### src/source/idu_defines.svh
`ifndef IDU_DEFINES_SVH
`define IDU_DEFINES_SVH

// Word and immediate width
`define IDU_XLEN 32

// Register index width, x0..x31
`define IDU_REG_W 5

// RV32I major opcodes, inst[6:0]
`define IDU_OPC_OP      7'b0110011  // R-type ALU
`define IDU_OPC_OP_IMM  7'b0010011  // I-type ALU
`define IDU_OPC_LOAD    7'b0000011
`define IDU_OPC_STORE   7'b0100011
`define IDU_OPC_BRANCH  7'b1100011
`define IDU_OPC_JAL     7'b1101111
`define IDU_OPC_JALR    7'b1100111
`define IDU_OPC_LUI     7'b0110111
`define IDU_OPC_AUIPC   7'b0010111
`define IDU_OPC_SYSTEM  7'b1110011  // CSR access and traps

// funct7 patterns, inst[31:25]
`define IDU_F7_BASE     7'b0000000
`define IDU_F7_ALT      7'b0100000  // sub, sra, srai
`define IDU_F7_MRET     7'b0011000

`endif
### src/source/idu_pkg.sv
`include "idu_defines.svh"

package idu_pkg;

    // One view per instruction format, MSB first
    typedef struct packed {
        logic [6:0]            funct7;
        logic [`IDU_REG_W-1:0] rs2;
        logic [`IDU_REG_W-1:0] rs1;
        logic [2:0]            funct3;
        logic [`IDU_REG_W-1:0] rd;
        logic [6:0]            opcode;
    } r_fmt_t;

    typedef struct packed {
        logic [11:0]           imm_11_0;
        logic [`IDU_REG_W-1:0] rs1;
        logic [2:0]            funct3;
        logic [`IDU_REG_W-1:0] rd;
        logic [6:0]            opcode;
    } i_fmt_t;

    typedef struct packed {
        logic [6:0]            imm_11_5;
        logic [`IDU_REG_W-1:0] rs2;
        logic [`IDU_REG_W-1:0] rs1;
        logic [2:0]            funct3;
        logic [4:0]            imm_4_0;
        logic [6:0]            opcode;
    } s_fmt_t;

    typedef struct packed {
        logic                  imm_12;
        logic [5:0]            imm_10_5;
        logic [`IDU_REG_W-1:0] rs2;
        logic [`IDU_REG_W-1:0] rs1;
        logic [2:0]            funct3;
        logic [3:0]            imm_4_1;
        logic                  imm_11;   // Sits where rd bit 0 would be
        logic [6:0]            opcode;
    } b_fmt_t;

    typedef struct packed {
        logic [19:0]           imm_31_12;
        logic [`IDU_REG_W-1:0] rd;
        logic [6:0]            opcode;
    } u_fmt_t;

    typedef struct packed {
        logic                  imm_20;
        logic [9:0]            imm_10_1;
        logic                  imm_11;
        logic [7:0]            imm_19_12;
        logic [`IDU_REG_W-1:0] rd;
        logic [6:0]            opcode;
    } j_fmt_t;

    // Same 32 bits, read through whichever format applies
    typedef union packed {
        r_fmt_t r;
        i_fmt_t i;
        s_fmt_t s;
        b_fmt_t b;
        u_fmt_t u;
        j_fmt_t j;
    } inst_word_u;

    typedef enum logic [5:0] {
        INST_ILLEGAL,
        INST_ADD, INST_SUB, INST_SLL, INST_SLT, INST_SLTU,
        INST_XOR, INST_SRL, INST_SRA, INST_OR, INST_AND,
        INST_ADDI, INST_SLTI, INST_SLTIU, INST_XORI, INST_ORI,
        INST_ANDI, INST_SLLI, INST_SRLI, INST_SRAI,
        INST_LB, INST_LH, INST_LW, INST_LBU, INST_LHU,
        INST_SB, INST_SH, INST_SW,
        INST_BEQ, INST_BNE, INST_BLT, INST_BGE, INST_BLTU, INST_BGEU,
        INST_LUI, INST_AUIPC, INST_JAL, INST_JALR,
        INST_CSRRW, INST_CSRRS, INST_ECALL, INST_MRET
    } inst_id_e;

    // Execute unit numbering, 0 also covers addi
    typedef enum logic [5:0] {
        ALU_NONE  = 6'd0,  ALU_AUIPC = 6'd1,  ALU_LUI   = 6'd2,  ALU_JUMP  = 6'd3,
        ALU_BEQ   = 6'd4,  ALU_SW    = 6'd5,  ALU_LW    = 6'd6,  ALU_SLTIU = 6'd7,
        ALU_BNE   = 6'd8,  ALU_ADD   = 6'd9,  ALU_SUB   = 6'd10, ALU_OR    = 6'd11,
        ALU_XOR   = 6'd12, ALU_SLTU  = 6'd13, ALU_BGE   = 6'd14, ALU_SLLI  = 6'd15,
        ALU_ANDI  = 6'd16, ALU_SRLI  = 6'd17, ALU_SLTI  = 6'd18, ALU_BLT   = 6'd19,
        ALU_BLTU  = 6'd20, ALU_BGEU  = 6'd21, ALU_SLL   = 6'd22, ALU_SLT   = 6'd23,
        ALU_XORI  = 6'd24, ALU_ORI   = 6'd25, ALU_LBU   = 6'd26, ALU_SRAI  = 6'd27,
        ALU_SB    = 6'd28, ALU_SH    = 6'd29, ALU_AND   = 6'd30, ALU_LB    = 6'd31,
        ALU_LH    = 6'd32, ALU_SRL   = 6'd33, ALU_SRA   = 6'd34, ALU_LHU   = 6'd35,
        ALU_CSRRW = 6'd36, ALU_CSRRS = 6'd37
    } alu_sel_e;

    typedef enum logic [2:0] {
        PC_SEQ    = 3'd0,
        PC_JALR   = 3'd1,
        PC_JAL    = 3'd2,
        PC_BRANCH = 3'd4,
        PC_TRAP   = 3'd5   // ecall and mret
    } pc_sel_e;

    typedef enum logic [2:0] {
        IMM_I    = 3'd0,
        IMM_U    = 3'd1,
        IMM_J    = 3'd2,
        IMM_S    = 3'd3,
        IMM_B    = 3'd4,
        IMM_ZERO = 3'd5
    } imm_fmt_e;

    typedef struct packed {
        alu_sel_e              alu_sel;
        pc_sel_e               pc_sel;
        logic                  wen;
        logic                  rs_read;
        logic                  csr_wen;
        logic                  ecall;
        logic [`IDU_REG_W-1:0] rd;
        logic [`IDU_REG_W-1:0] rs1;
        logic [`IDU_REG_W-1:0] rs2;
        logic [`IDU_XLEN-1:0]  imm;
    } dec_bundle_t;

endpackage

### src/source/idu.sv
`include "idu_defines.svh"

module idu (
    input  logic                 clk,
    input  logic                 rst,
    input  logic                 inst_valid,
    input  logic [`IDU_XLEN-1:0] inst,
    output logic                 out_valid,
    output idu_pkg::dec_bundle_t dec
);

    idu_pkg::inst_word_u  inst_w;
    idu_pkg::inst_id_e    inst_id;
    idu_pkg::imm_fmt_e    imm_fmt;
    idu_pkg::dec_bundle_t dec_next;  // Combinational decode of the current word

    assign inst_w = idu_pkg::inst_word_u'(inst);

    idu_inst_class u_inst_class (
        .inst    (inst_w),
        .inst_id (inst_id)
    );

    idu_ctrl_enc u_ctrl_enc (
        .inst_id (inst_id),
        .alu_sel (dec_next.alu_sel),
        .pc_sel  (dec_next.pc_sel),
        .imm_fmt (imm_fmt),
        .wen     (dec_next.wen),
        .rs_read (dec_next.rs_read),
        .csr_wen (dec_next.csr_wen),
        .ecall   (dec_next.ecall)
    );

    idu_imm_gen u_imm_gen (
        .inst    (inst_w),
        .imm_fmt (imm_fmt),
        .imm     (dec_next.imm)
    );

    // Index fields sit at the same place in every format
    assign dec_next.rd  = inst_w.r.rd;
    assign dec_next.rs1 = inst_w.r.rs1;
    assign dec_next.rs2 = inst_w.r.rs2;

    always_ff @(posedge clk) begin
        if (rst) begin
            out_valid <= 1'b0;
            dec       <= '0;
        end else begin
            out_valid <= inst_valid;
            if (inst_valid) dec <= dec_next;  // Hold last result when idle
        end
    end

endmodule

### src/source/idu_ctrl_enc.sv
module idu_ctrl_enc (
    input  idu_pkg::inst_id_e inst_id,
    output idu_pkg::alu_sel_e alu_sel,
    output idu_pkg::pc_sel_e  pc_sel,
    output idu_pkg::imm_fmt_e imm_fmt,
    output logic              wen,
    output logic              rs_read,
    output logic              csr_wen,
    output logic              ecall
);

    // ALU numbering, addi deliberately left at ALU_NONE
    always_comb begin
        case (inst_id)
            idu_pkg::INST_AUIPC: alu_sel = idu_pkg::ALU_AUIPC;
            idu_pkg::INST_LUI:   alu_sel = idu_pkg::ALU_LUI;
            idu_pkg::INST_JAL,
            idu_pkg::INST_JALR:  alu_sel = idu_pkg::ALU_JUMP;  // Both compute pc + 4
            idu_pkg::INST_BEQ:   alu_sel = idu_pkg::ALU_BEQ;
            idu_pkg::INST_SW:    alu_sel = idu_pkg::ALU_SW;
            idu_pkg::INST_LW:    alu_sel = idu_pkg::ALU_LW;
            idu_pkg::INST_SLTIU: alu_sel = idu_pkg::ALU_SLTIU;
            idu_pkg::INST_BNE:   alu_sel = idu_pkg::ALU_BNE;
            idu_pkg::INST_ADD:   alu_sel = idu_pkg::ALU_ADD;
            idu_pkg::INST_SUB:   alu_sel = idu_pkg::ALU_SUB;
            idu_pkg::INST_OR:    alu_sel = idu_pkg::ALU_OR;
            idu_pkg::INST_XOR:   alu_sel = idu_pkg::ALU_XOR;
            idu_pkg::INST_SLTU:  alu_sel = idu_pkg::ALU_SLTU;
            idu_pkg::INST_BGE:   alu_sel = idu_pkg::ALU_BGE;
            idu_pkg::INST_SLLI:  alu_sel = idu_pkg::ALU_SLLI;
            idu_pkg::INST_ANDI:  alu_sel = idu_pkg::ALU_ANDI;
            idu_pkg::INST_SRLI:  alu_sel = idu_pkg::ALU_SRLI;
            idu_pkg::INST_SLTI:  alu_sel = idu_pkg::ALU_SLTI;
            idu_pkg::INST_BLT:   alu_sel = idu_pkg::ALU_BLT;
            idu_pkg::INST_BLTU:  alu_sel = idu_pkg::ALU_BLTU;
            idu_pkg::INST_BGEU:  alu_sel = idu_pkg::ALU_BGEU;
            idu_pkg::INST_SLL:   alu_sel = idu_pkg::ALU_SLL;
            idu_pkg::INST_SLT:   alu_sel = idu_pkg::ALU_SLT;
            idu_pkg::INST_XORI:  alu_sel = idu_pkg::ALU_XORI;
            idu_pkg::INST_ORI:   alu_sel = idu_pkg::ALU_ORI;
            idu_pkg::INST_LBU:   alu_sel = idu_pkg::ALU_LBU;
            idu_pkg::INST_SRAI:  alu_sel = idu_pkg::ALU_SRAI;
            idu_pkg::INST_SB:    alu_sel = idu_pkg::ALU_SB;
            idu_pkg::INST_SH:    alu_sel = idu_pkg::ALU_SH;
            idu_pkg::INST_AND:   alu_sel = idu_pkg::ALU_AND;
            idu_pkg::INST_LB:    alu_sel = idu_pkg::ALU_LB;
            idu_pkg::INST_LH:    alu_sel = idu_pkg::ALU_LH;
            idu_pkg::INST_SRL:   alu_sel = idu_pkg::ALU_SRL;
            idu_pkg::INST_SRA:   alu_sel = idu_pkg::ALU_SRA;
            idu_pkg::INST_LHU:   alu_sel = idu_pkg::ALU_LHU;
            idu_pkg::INST_CSRRW: alu_sel = idu_pkg::ALU_CSRRW;
            idu_pkg::INST_CSRRS: alu_sel = idu_pkg::ALU_CSRRS;
            default:             alu_sel = idu_pkg::ALU_NONE;
        endcase
    end

    // Enables, PC source and immediate format by instruction group
    always_comb begin
        pc_sel  = idu_pkg::PC_SEQ;
        imm_fmt = idu_pkg::IMM_I;
        wen     = 1'b0;
        rs_read = 1'b0;
        csr_wen = 1'b0;
        ecall   = 1'b0;
        case (inst_id)
            idu_pkg::INST_ADD, idu_pkg::INST_SUB, idu_pkg::INST_SLL, idu_pkg::INST_SLT,
            idu_pkg::INST_SLTU, idu_pkg::INST_XOR, idu_pkg::INST_SRL, idu_pkg::INST_SRA,
            idu_pkg::INST_OR, idu_pkg::INST_AND,
            idu_pkg::INST_ADDI, idu_pkg::INST_SLTI, idu_pkg::INST_SLTIU, idu_pkg::INST_XORI,
            idu_pkg::INST_ORI, idu_pkg::INST_ANDI, idu_pkg::INST_SLLI, idu_pkg::INST_SRLI,
            idu_pkg::INST_SRAI,
            idu_pkg::INST_LB, idu_pkg::INST_LH, idu_pkg::INST_LW, idu_pkg::INST_LBU,
            idu_pkg::INST_LHU: begin
                wen     = 1'b1;
                rs_read = 1'b1;
            end
            idu_pkg::INST_SB, idu_pkg::INST_SH, idu_pkg::INST_SW: begin
                rs_read = 1'b1;
                imm_fmt = idu_pkg::IMM_S;
            end
            idu_pkg::INST_BEQ, idu_pkg::INST_BNE, idu_pkg::INST_BLT,
            idu_pkg::INST_BGE, idu_pkg::INST_BLTU, idu_pkg::INST_BGEU: begin
                rs_read = 1'b1;
                imm_fmt = idu_pkg::IMM_B;
                pc_sel  = idu_pkg::PC_BRANCH;
            end
            idu_pkg::INST_LUI, idu_pkg::INST_AUIPC: begin
                wen     = 1'b1;
                imm_fmt = idu_pkg::IMM_U;
            end
            idu_pkg::INST_JAL: begin
                wen     = 1'b1;
                imm_fmt = idu_pkg::IMM_J;
                pc_sel  = idu_pkg::PC_JAL;
            end
            idu_pkg::INST_JALR: begin
                wen     = 1'b1;
                rs_read = 1'b1;
                pc_sel  = idu_pkg::PC_JALR;
            end
            idu_pkg::INST_CSRRW, idu_pkg::INST_CSRRS: begin
                wen     = 1'b1;  // Old CSR value to rd
                rs_read = 1'b1;
                csr_wen = 1'b1;
            end
            idu_pkg::INST_ECALL: begin
                ecall   = 1'b1;
                imm_fmt = idu_pkg::IMM_ZERO;
                pc_sel  = idu_pkg::PC_TRAP;
            end
            idu_pkg::INST_MRET: begin
                imm_fmt = idu_pkg::IMM_ZERO;
                pc_sel  = idu_pkg::PC_TRAP;  // Return target comes from mepc
            end
            default: ;
        endcase
    end

endmodule

### src/source/idu_imm_gen.sv
`include "idu_defines.svh"

module idu_imm_gen (
    input  idu_pkg::inst_word_u  inst,
    input  idu_pkg::imm_fmt_e    imm_fmt,
    output logic [`IDU_XLEN-1:0] imm
);

    logic sign;  // Always inst[31], whatever the format

    assign sign = inst.r.funct7[6];

    always_comb begin
        case (imm_fmt)
            idu_pkg::IMM_I: begin
                imm = {{(`IDU_XLEN-12){sign}}, inst.i.imm_11_0};
            end
            idu_pkg::IMM_S: begin
                imm = {{(`IDU_XLEN-12){sign}}, inst.s.imm_11_5, inst.s.imm_4_0};
            end
            idu_pkg::IMM_B: begin
                // Halfword offset, bit 0 forced low
                imm = {{(`IDU_XLEN-12){sign}},
                       inst.b.imm_11,
                       inst.b.imm_10_5,
                       inst.b.imm_4_1,
                       1'b0};
            end
            idu_pkg::IMM_U: begin
                imm = {inst.u.imm_31_12, 12'h000};  // Upper 20 bits in place
            end
            idu_pkg::IMM_J: begin
                imm = {{(`IDU_XLEN-20){sign}},
                       inst.j.imm_19_12,
                       inst.j.imm_11,
                       inst.j.imm_10_1,
                       1'b0};
            end
            default: begin
                imm = '0;  // IMM_ZERO for ecall and mret
            end
        endcase
    end

endmodule

### src/source/idu_inst_class.sv
`include "idu_defines.svh"

module idu_inst_class (
    input  idu_pkg::inst_word_u inst,
    output idu_pkg::inst_id_e   inst_id
);

    logic [2:0] funct3;
    logic       f7_base;
    logic       f7_alt;
    logic       f7_mret;

    assign funct3  = inst.r.funct3;
    assign f7_base = (inst.r.funct7 == `IDU_F7_BASE);
    assign f7_alt  = (inst.r.funct7 == `IDU_F7_ALT);
    assign f7_mret = (inst.r.funct7 == `IDU_F7_MRET);

    always_comb begin
        inst_id = idu_pkg::INST_ILLEGAL;  // Anything unmatched
        case (inst.r.opcode)
            `IDU_OPC_OP: begin
                if (f7_base) begin
                    case (funct3)
                        3'b000:  inst_id = idu_pkg::INST_ADD;
                        3'b001:  inst_id = idu_pkg::INST_SLL;
                        3'b010:  inst_id = idu_pkg::INST_SLT;
                        3'b011:  inst_id = idu_pkg::INST_SLTU;
                        3'b100:  inst_id = idu_pkg::INST_XOR;
                        3'b101:  inst_id = idu_pkg::INST_SRL;
                        3'b110:  inst_id = idu_pkg::INST_OR;
                        default: inst_id = idu_pkg::INST_AND;
                    endcase
                end else if (f7_alt) begin
                    case (funct3)
                        3'b000:  inst_id = idu_pkg::INST_SUB;
                        3'b101:  inst_id = idu_pkg::INST_SRA;
                        default: ;
                    endcase
                end
            end
            `IDU_OPC_OP_IMM: begin
                case (funct3)
                    3'b000:  inst_id = idu_pkg::INST_ADDI;
                    3'b010:  inst_id = idu_pkg::INST_SLTI;
                    3'b011:  inst_id = idu_pkg::INST_SLTIU;
                    3'b100:  inst_id = idu_pkg::INST_XORI;
                    3'b110:  inst_id = idu_pkg::INST_ORI;
                    3'b111:  inst_id = idu_pkg::INST_ANDI;
                    3'b001: begin
                        if (f7_base) inst_id = idu_pkg::INST_SLLI;
                    end
                    default: begin  // 3'b101, upper imm bits pick the shift
                        if (f7_base) begin
                            inst_id = idu_pkg::INST_SRLI;
                        end else if (f7_alt) begin
                            inst_id = idu_pkg::INST_SRAI;
                        end
                    end
                endcase
            end
            `IDU_OPC_LOAD: begin
                case (funct3)
                    3'b000:  inst_id = idu_pkg::INST_LB;
                    3'b001:  inst_id = idu_pkg::INST_LH;
                    3'b010:  inst_id = idu_pkg::INST_LW;
                    3'b100:  inst_id = idu_pkg::INST_LBU;
                    3'b101:  inst_id = idu_pkg::INST_LHU;
                    default: ;
                endcase
            end
            `IDU_OPC_STORE: begin
                case (funct3)
                    3'b000:  inst_id = idu_pkg::INST_SB;
                    3'b001:  inst_id = idu_pkg::INST_SH;
                    3'b010:  inst_id = idu_pkg::INST_SW;
                    default: ;
                endcase
            end
            `IDU_OPC_BRANCH: begin
                case (funct3)
                    3'b000:  inst_id = idu_pkg::INST_BEQ;
                    3'b001:  inst_id = idu_pkg::INST_BNE;
                    3'b100:  inst_id = idu_pkg::INST_BLT;
                    3'b101:  inst_id = idu_pkg::INST_BGE;
                    3'b110:  inst_id = idu_pkg::INST_BLTU;
                    3'b111:  inst_id = idu_pkg::INST_BGEU;
                    default: ;
                endcase
            end
            `IDU_OPC_JAL:   inst_id = idu_pkg::INST_JAL;
            `IDU_OPC_LUI:   inst_id = idu_pkg::INST_LUI;
            `IDU_OPC_AUIPC: inst_id = idu_pkg::INST_AUIPC;
            `IDU_OPC_JALR: begin
                if (funct3 == 3'b000) inst_id = idu_pkg::INST_JALR;
            end
            `IDU_OPC_SYSTEM: begin
                case (funct3)
                    3'b000: begin
                        // Whole I immediate zero for ecall, ebreak has bit 20 set
                        if (inst.i.imm_11_0 == 12'h000) begin
                            inst_id = idu_pkg::INST_ECALL;
                        end else if (f7_mret) begin
                            inst_id = idu_pkg::INST_MRET;
                        end
                    end
                    3'b001:  inst_id = idu_pkg::INST_CSRRW;
                    3'b010:  inst_id = idu_pkg::INST_CSRRS;
                    default: ;
                endcase
            end
            default: ;
        endcase
    end

endmodule

### config.mk
export PLATFORM = sky130hd
export DESIGN_NAME = idu
export DESIGN_NICKNAME = d
export VERILOG_FILES = /design/src/source/idu_pkg.sv /design/src/source/idu.sv /design/src/source/idu_ctrl_enc.sv /design/src/source/idu_imm_gen.sv /design/src/source/idu_inst_class.sv
export VERILOG_INCLUDE_DIRS = /design/src /design/src/source
export SDC_FILE = /design/constraint.sdc
export NUM_CORES = 1
export LEC_CHECK = 0
export ABC_AREA = 1
export BUFFER_PORTS_ARGS = -buffer_cell sky130_fd_sc_hd__buf_2
export CAP_MARGIN = 5
export CORE_MARGIN = 1.5
export CORE_UTILIZATION = 55
export CTS_CLUSTER_SIZE = 10
export DETAILED_ROUTE_END_ITERATION = 16
export GPL_ROUTABILITY_DRIVEN = 1
export PLACE_DENSITY = 0.81
export RECOVER_POWER = 25
export SLEW_MARGIN = 20
export SYNTH_ARGS = -nofsm -noshare
export SYNTH_HDL_FRONTEND = slang
export SYNTH_HIERARCHICAL = 1
export SYNTH_SLANG_ARGS = --single-unit
### constraint.sdc
create_clock -name clk -period 9.95 [get_ports clk]
set_clock_uncertainty 0.2 [all_clocks]
set_input_delay 1.4925 -clock clk [delete_from_list [all_inputs] [get_ports clk]]
set_output_delay 1.4925 -clock clk [all_outputs]
set_load 0.05 [all_outputs]
==> results.py, run 1 <==
metrics = {
    "clock_network": {
        "worst_skew_pair.late_latency_ns": 0.34,
        "clockBufferDepth": 2,
        "hold_buffers": 0,
        "post-cts-setup-buffer-count": 0,
        "htree_levels": 3,
        "clk_pin_slew_ns": 0.07,
        "cts_resized": 0,
        "numClockSinks": 61,
        "cts_tree": "done",
        "cts_made_buffers": 9,
        "root_buffer": "clkbuf_8",
    },
    "floorplan": {
        "die_w_um": 92.4,
        "initial_utilization": 0.569,
        "core_sq_um": 7730,
        "io_pins": 96,
        "num_rows": 32,
        "die-area_sq_um": 8540,
        "die_h_um": 92.4,
    },
    "worst_setup_path": {
        "cp_data_required_time_ns": 9.97,
        "worst_ep_arrival_time_ns": 5.30,
        "cp_max_fo": 121,
        "critical_path_class": "input pin to flop",
        "start_kind": "input pin",
        "cp-end-kind": "flop",
    },
    "power_and_ir_drop": {
        "ir_worst_vdd_v": 0.0000452,
        "power.density_nw_per_um2": 125,
        "pwr-share-clk": 0.297,
        "p_leak_nw": 2.95,
        "switchingPower_mw": 0.227,
        "combPwrFrac": 0.268,
        "p_sw_frac": 0.366,
        "internal-power_mw": 0.393,
        "pwr-share-seq": 0.435,
    },
    "logic_synthesis": {
        "yosysTopAreaCellShare": 0.278,
        "syn_area_per_cell_sq_um": 5.64,
        "yosysWarnings": 6,
        "async_reset_ff_frac": 0,
        "synth_top_area_cell": "dfxtp_1",
        "synthCells": 780,
        "synthFlopType": "dfxtp_1",
        "ys_seq_area_frac": 0.278,
        "syn_nets": 823,
        "synth_area_leaders": "dfxtp_1 (28%), nand2_1 (22%), nor2_1 (15%), inv_1 (9.6%), nand3_1 (5.6%)",
        "syn_area_sq_um": 4400,
        "synth_seq_cells": 61,
        "synth_edf_count": 0,
        "synthDistinctLibCells": 35,
    },
    "drt": {
        "drt_iter0_markers": 325,
        "drc": 0,
        "routedWlPerCell_um": 12.1,
        "vias_per_cell": 5.09,
        "routed-via-count": 4921,
        "detail-route-antenna-nets": 0,
        "totalWireLength_um": 11700,
        "dr.pass1.iters": 5,
    },
    "cells_and_area": {
        "nets": 903,
        "area_growth_pct": 13.2,
        "drive_gt1_frac": 0.158,
        "fillCellCount": 784,
        "num_antenna_cells": 0,
        "stdcell_count": 967,
    },
    "run_status": {
        "violations": "capacitance limit, slew limit",
        "status": "finished with violations",
    },
    "global_route": {
        "antenna_found_initial": 0,
        "grt_pass1_vias": 4481,
        "grtUsageTotal": 0.285,
        "overflow": 0,
        "grt_pass1_wl_um": 19900,
        "grt_max_degree": 122,
    },
    "place": {
        "dp_cells": 951,
        "io_buffers": 95,
        "hpwl_um": 8870,
        "gp_congestion": 0.965,
    },
    "timing": {
        "min_period_ns": 5.27,
        "tightest_slew_ns": 4.65,
        "setup_tns_ns": 0,
        "rsz0062_at_grt": "false",
        "slew_viol_final": 122,
        "max_freq_mhz": 190,
        "hold_violations": 0,
        "fin_crit_sh": 0.530,
        "slew-limit-headroom": -2.10,
        "finalSetupViolations": 0,
    },
    "job": {
        "drv_cap": 1,
    },
    "min_path": {
        "hp-class": "flop to flop",
    },
}
[kinds of logic after synthesis]
group	synth area share
AOI/OAI and AO/OA	0.0575
adders and majority gates	0.0228
buffers and inverters	0.144
DFF	0.278
and+or+nand+nor	0.498
[per-layer routing]
metal | track usage | vias up | wire length, um
met5 | 0 | - | 0
li1 | - | 2502 | -
met4 | 0.0923 | 0 | 276
met1 | 0.364 | 2203 | 5140
met2 | 0.484 | 187 | 5570
met3 | 0.0468 | 29 | 722
[worst paths after layout]
kind              cells past startpoint  slack [ns]  startpoint      to
setup / recovery                      4        4.68  inst_valid  dec[5]
hold / removal                        2        0.27      dec[3]  dec[3]
setup reg to reg                      2        9.04      dec[7]  dec[7]
hold reg to reg                       2        0.27      dec[3]  dec[3]
[cells in the final DEF, fill, tap and decap left out, drive strengths merged, types with 5 or more instances in the layout]
cell type,n
nand2,269
dfxtp,61
inv,119
nand3,56
buf,81
nor2,180
nand4,11
nor3,5
ha,8
clkinv,7
a21oi,5
clkbuf,26
o21ai,25
[metrics by stage]
step	power (mW)	utilization	hold slack [ns]	cell area, sq um	setup slack [ns]
after global placement	0.435	0.626	0.255	4840	4.67
after CTS	0.622	0.647	0.271	5000	4.93
after detailed placement	0.437	0.626	0.259	4840	4.59
after global routing	0.653	0.644	0.289	4980	4.18
final	0.620	0.644	0.268	4980	4.68
after floorplan	0.397	-	0.489	4400	5.67
[power by group through the flow]
stage | Combinational, mW | Sequential [mW] | Clock, mW
finish | 0.166 | 0.269 | 0.184
global placement | 0.161 | 0.274 | 0
floorplan | 0.0665 | 0.330 | 0
CTS | 0.163 | 0.269 | 0.189
detailed placement | 0.163 | 0.274 | 0
global route | 0.182 | 0.271 | 0.200
[sequential cells by signal (all words and copies together), names as in the netlist]
name	flops
out_valid	1
dec	60
[final cells by class]
cell class,instances,area (sq um),area share
clock buffer,11,131,0.0264
inverter,122,462,0.0928
timing repair buffer,96,464,0.0933
tap,102,128,0.0256
sequential,61,1220,0.245
clock inverter,5,27.5,0.00553
multi-input combinational,570,2540,0.511
[critical path: stages]
cell and delay (ns):
clkbuf_1 3.22, nand2_1 0.22, nand2_1 0.26, nor2_1 0.05
[synth_stat cells, types with 4 or more instances]
library cell and instances:
dfxtp_1 61, buf_6 6, o21ai_1 4, nor2_1 172
o21ai_2 11, a21oi_1 4, nand4_1 11, nand3_1 49
clkbuf_1 6, nor2_2 4, buf_2 11, inv_2 6
o21ai_0 10, nand2_1 262, inv_1 112, nand3_2 7
nor3_1 5, ha_1 8, nand2_2 5
Note: power is estimated with default switching activity, not from simulation.
==> run 2: changes to the inputs <==
==> constraint.sdc (replaced) <==
create_clock -name clk -period 5.15 [get_ports clk]
set_clock_uncertainty 0.2 [all_clocks]
set_input_delay 0.7725 -clock clk [delete_from_list [all_inputs] [get_ports clk]]
set_output_delay 0.7725 -clock clk [all_outputs]
set_load 0.05 [all_outputs]
==> run 2 against run 1 <==
  * The flow still finishes with violations (capacitance limit, slew limit)
  * Core utilization increased by 0.39 points
  * Non-clock buffer count increased by 1
  * Register-to-register slack got worse by 4.8 ns
  * Sequential share of layout area decreased by 0.15 points
  * Sequential power increased by 93%
  * Largest cell class unchanged
==> results.py, run 2 (synthesis results as in run 1) <==
metrics = {
    "place": {
        "io_buffers": 95,
        "gp_congestion": 0.924,
        "dp_worst_setup_slack_ns": 0.474,
        "hpwl_um": 8700,
        "place_area_sq_um": 4850,
    },
    "floorplan": {
        "core_sq_um": 7730,
        "num_rows": 32,
        "initial_utilization": 0.569,
        "die_h_um": 92.4,
        "die-area_sq_um": 8540,
        "io_pins": 96,
        "die_w_um": 92.4,
    },
    "drt": {
        "vias_per_cell": 4.96,
        "detail-route-antenna-nets": 0,
        "drc": 0,
        "drt_iter0_markers": 297,
        "routed-via-count": 4796,
        "dr.pass1.iters": 5,
        "routedWlPerCell_um": 11.8,
        "totalWireLength_um": 11400,
    },
    "cells_and_area": {
        "final_cell_mix": "nand2_1 (262), nor2_1 (172), inv_1 (112), buf_2 (80), dfxtp_1 (61)",
        "drive_gt1_frac": 0.161,
        "reg_top3": "dec (60), out_valid (1)",
        "largest_register": "dec",
        "largest_register_ffs": 60,
        "fillCellCount": 771,
        "nets": 904,
        "num_antenna_cells": 0,
        "mostFrequentLayoutCell": "nand2_1",
        "fin_area_sq_um": 5010,
        "area_growth_pct": 13.9,
    },
    "clock_network": {
        "cts_made_buffers": 9,
        "htree_levels": 3,
        "numClockSinks": 61,
        "cts_resized": 0,
        "root_buffer": "clkbuf_8",
        "worst_skew_pair.late_latency_ns": 0.33,
        "cts_tree": "done",
        "post-cts-setup-buffer-count": 0,
        "clk_pin_slew_ns": 0.07,
        "hold_buffers": 0,
        "clockBufferDepth": 2,
    },
    "worst_setup_path": {
        "crit_chain": "buf_2 > nor2_1 > nand2_1 > nor2_2 > inv_1 > nand2_1 > nand3_1 > nand3_1 > inv_1 > ha_1 > nand3_1 > nand2_1 > a21oi_2 > nand4_1 > inv_2 > nand3_2 > nand2_4 > nand2_1 > nand2_1 > inv_1 > nand2_1 > nand2_1 > nor2_1",
        "path_common_cell": "nand2_1",
        "cp-end-kind": "flop",
        "crit_path_max_incr_delay_ns": 0.34,
        "critical_path_class": "input pin to flop",
        "cp_max_fo": 12,
        "cp_slowest_cell": "nand3_2",
        "cp_num_buf_inv": 5,
        "start_kind": "input pin",
        "r2r_start": "dec[57]",
        "cp_data_required_time_ns": 5.21,
        "worst_ep_arrival_time_ns": 4.41,
        "cp-startpoint": "inst[25]",
        "crit_family": "simple AND/OR/NAND/NOR gates",
    },
    "global_route": {
        "grt_pass1_wl_um": 19500,
        "grtUsageTotal": 0.280,
        "grt_max_degree": 122,
        "grt_pass1_vias": 4520,
        "antenna_found_initial": 0,
        "overflow": 0,
    },
    "power_and_ir_drop": {
        "total_power_mw": 1.24,
        "power.density_nw_per_um2": 247,
        "ir_worst_vdd_v": 0.000131,
        "p_leak_nw": 2.97,
    },
    "timing": {
        "fin_crit_sh": 0.844,
        "setup_ws_ns": 0.801,
        "max_freq_mhz": 230,
        "tightest_slew_ns": 2.11,
        "hold_violations": 0,
        "min_period_ns": 4.35,
        "setup_tns_ns": 0,
        "rsz0062_at_grt": "false",
        "slew-limit-headroom": -0.409,
        "slew_viol_final": 122,
        "finalSetupViolations": 0,
    },
    "min_path": {
        "hp-class": "flop to flop",
        "min_from": "dec[50]",
    },
    "run_status": {
        "violations": "capacitance limit, slew limit",
        "status": "finished with violations",
    },
    "job": {
        "drv_cap": 1,
    },
}
-- run 2: cell count changes in the layout (fill, tap and decap cells not counted) --
cell,change
buf_4,+1
bufinv_16,+1
clkbuf_1,-2
clkbuf_2,+1
clkinv_2,-1
-- run 2: power by group --
part / internal, mW / switching, mW / leakage [nW] / total (mW)
combinational: 0.0800 / 0.235 / 2.37 / 0.315
sequential: 0.504 / 0.0166 / 0.506 / 0.520
clock: 0.218 / 0.184 / 0.0919 / 0.402
total: 0.802 / 0.435 / 2.97 / 1.24
-- run 2: layer usage --
layer | vias up | wire, um | global-route usage | share of wire
met2 | 136 | 5560 | 0.492 | 0.49
met4 | 0 | 211 | 0.0987 | 0.018
li1 | 2503 | - | - | -
met3 | 20 | 535 | 0.0443 | 0.047
met1 | 2137 | 5100 | 0.343 | 0.45
met5 | - | 0 | 0 | 0
-- run 2: worst reg2reg max path, cell delays in order (launching register included) --
cell and delay (ns):
dfxtp_1 0.37, nor2_1 0.06, nor2_1 0.18
-- run 2: final cells by class --
type	instances	area [sq um]	area share
clock buffers	10	128	0.0255
flip-flops and latches	61	1220	0.244
clock inverters	5	52.6	0.0105
repair buffers	97	473	0.0945
multi-input cells	570	2540	0.508
inverters	122	462	0.0922
well taps	102	128	0.0255
-- run 2: stage by stage --
stage          utilization  cells  hold WS (ns)
3_3_place_gp         0.627    952         0.254
3_5_place_dp         0.627    952         0.262
6_report             0.648    967         0.270
4_1_cts              0.651    967         0.272
2_1_floorplan            -    780         0.489
5_1_grt              0.648    967         0.293
-- run 2: final timing paths --
kind	end	slack (ns)	cells past startpoint
worst min-delay path	dec[50]	0.27	2
worst min register to register	dec[50]	0.27	2
worst max register to register	dec[57]	4.27	2
worst max-delay path	dec[17]	0.80	23
==> run 3: changes to the inputs <==
==> constraint.sdc (replaced) <==
create_clock -name clk -period 4.1 [get_ports clk]
set_clock_uncertainty 0.2 [all_clocks]
set_input_delay 0.615 -clock clk [delete_from_list [all_inputs] [get_ports clk]]
set_output_delay 0.615 -clock clk [all_outputs]
set_load 0.05 [all_outputs]
==> run 3 against run 2 <==
  * The run still ends with capacitance limit, slew limit left
  * Sequential share of layout area shrank 0.74 points
  * Power grew 39%
  * Cell area grew 3.1%
==> results.py, run 3 (synthesis results as in run 1) <==
metrics = {
    "run_status": {
        "status": "finished with violations",
        "violations": "capacitance limit, slew limit",
    },
    "timing": {
        "max_freq_mhz": 269,
        "setup_tns_ns": 0,
        "finalSetupViolations": 0,
        "slew-limit-headroom": -0.440,
        "hold_ws_ns": 0.234,
        "slew_viol_final": 122,
        "min_period_ns": 3.72,
        "rsz0062_at_grt": "false",
        "hold_violations": 0,
        "tightest_slew_ns": 2.16,
        "fin_crit_sh": 0.908,
    },
    "worst_setup_path": {
        "path_common_cell": "nand2_1",
        "critical_path_class": "input pin to flop",
        "crit_path_max_incr_delay_ns": 0.32,
        "path_depth": 22,
        "cp-end-kind": "flop",
        "r2r_cells": 2,
        "cp_data_required_time_ns": 4.18,
        "cp_max_fo": 8,
        "r2r_slack_ns": 3.23,
        "crit_chain": "buf_2 > nor2_1 > nand2_1 > nor2_2 > nand2_1 > nand2_1 > nand2_1 > nand4_1 > inv_1 > ha_1 > nand3_1 > inv_1 > nand2_1 > nand2_1 > inv_2 > nand3_2 > buf_4 > o21ai_2 > inv_1 > nand2_1 > nand2_1 > nor2_1",
        "cp_slowest_cell": "ha_1",
        "crit_family": "simple AND/OR/NAND/NOR gates",
        "start_kind": "input pin",
        "cp_num_buf_inv": 6,
        "r2r_end": "dec[9]",
        "r2r_start": "dec[9]",
        "endpoint": "dec[24]",
        "worst_ep_arrival_time_ns": 3.80,
        "cp-startpoint": "inst[25]",
    },
    "cells_and_area": {
        "largest_register_ffs": 60,
        "reg_top3": "dec (60), out_valid (1)",
        "area_growth_pct": 17.4,
        "ff_latch_area_sq_um": 1220,
        "mostFrequentLayoutCell": "nand2_1",
        "post-route-util": 0.668,
        "final_cell_mix": "nand2_1 (262), nor2_1 (172), inv_1 (112), buf_2 (80), dfxtp_1 (61)",
        "num_antenna_cells": 0,
        "fillCellCount": 750,
        "multi_input_area_sq_um": 2540,
        "drive_gt1_frac": 0.173,
        "nets": 916,
        "largest_register": "dec",
    },
    "drt": {
        "met2_length_um": 5770,
        "wl_met3_um": 597,
        "vias_per_cell": 5.03,
        "routedWlPerCell_um": 12.0,
        "routed-via-count": 4921,
        "totalWireLength_um": 11800,
        "detail-route-antenna-nets": 0,
        "top_layer": "met4",
        "drc": 0,
        "dr.pass1.iters": 5,
        "drt-met1-wl_um": 5220,
        "drt_iter0_markers": 283,
    },
    "job": {
        "drv_cap": 1,
    },
    "clock_network": {
        "clk_pin_slew_ns": 0.07,
        "worst_skew_pair.late_latency_ns": 0.34,
        "cts_made_buffers": 9,
        "post-cts-setup-buffer-count": 0,
        "hold_buffers": 0,
        "root_buffer": "clkbuf_8",
        "cts_tree": "done",
        "numClockSinks": 61,
        "clockBufferDepth": 2,
        "htree_levels": 3,
        "cts_resized": 0,
    },
    "global_route": {
        "grt_max_degree": 122,
        "antenna_found_initial": 0,
        "grt_pass1_wl_um": 19600,
        "grt_pass1_vias": 4511,
        "grtUsageTotal": 0.278,
        "overflow": 0,
    },
    "floorplan": {
        "die_h_um": 92.4,
        "initial_utilization": 0.569,
        "num_rows": 32,
        "core_sq_um": 7730,
        "io_pins": 96,
        "die_w_um": 92.4,
        "die-area_sq_um": 8540,
    },
    "power_and_ir_drop": {
        "ir_worst_vdd_v": 0.000164,
        "power.density_nw_per_um2": 333,
        "p_leak_nw": 3.06,
    },
    "place": {
        "io_buffers": 95,
        "gp_congestion": 0.939,
        "hpwl_um": 8940,
    },
    "min_path": {
        "hp-class": "input pin to flop",
    },
}
[run 3: cell types whose count changed in the layout (fill, tap and decap cells not counted)]
cell / delta
clkinvlp_4: -1
clkbuf_1: -1
buf_4: +12
clkbuf_8: +2
bufinv_16: +2
clkinv_2: -2
[run 3: power by group]
part           switching, mW  total (mW)  internal [mW]
sequential            0.0206       0.653          0.633
clock                  0.231       0.664          0.433
combinational          0.297       0.401          0.104
[run 3: cell type report]
class                   instances  share of cell area
flip-flops and latches         61               0.236
inverters                     122              0.0894
clock buffers                  11              0.0293
well taps                     102              0.0247
repair buffers                109               0.109
clock inverters                 4              0.0184
multi-input cells             570               0.493
[run 3: metrics by stage]
stage	total power [mW]	cells	setup WS [ns]	cell area [sq um]
after floorplan	0.963	780	0.693	4400
final	1.72	979	0.378	5160
after detailed placement	1.06	964	0.0877	4940
after global placement	1.06	964	0.164	4940
after global routing	1.79	979	0.0454	5160
after CTS	1.72	979	0.431	5180
[run 3: layer usage]
| metal | vias to the layer above | track usage |
|---|---|---|
| li1 | 2531 | - |
| met1 | 2208 | 0.338 |
| met2 | 158 | 0.502 |
| met3 | 24 | 0.0411 |
| met4 | 0 | 0.0859 |
| met5 | - | 0 |
[run 3: worst min path at each step]
| stage | from | to | slack [ns] | depth (start not counted) |
|---|---|---|---|---|
| CTS | rst | out_valid | 0.23 | 2 |
| global route | rst | out_valid | 0.23 | 2 |
| finish | rst | out_valid | 0.23 | 2 |
| detailed placement | dec[45] | dec[45] | 0.26 | 2 |
| floorplan | rst | out_valid | 0.49 | 1 |
| global placement | dec[56] | dec[56] | 0.25 | 2 |
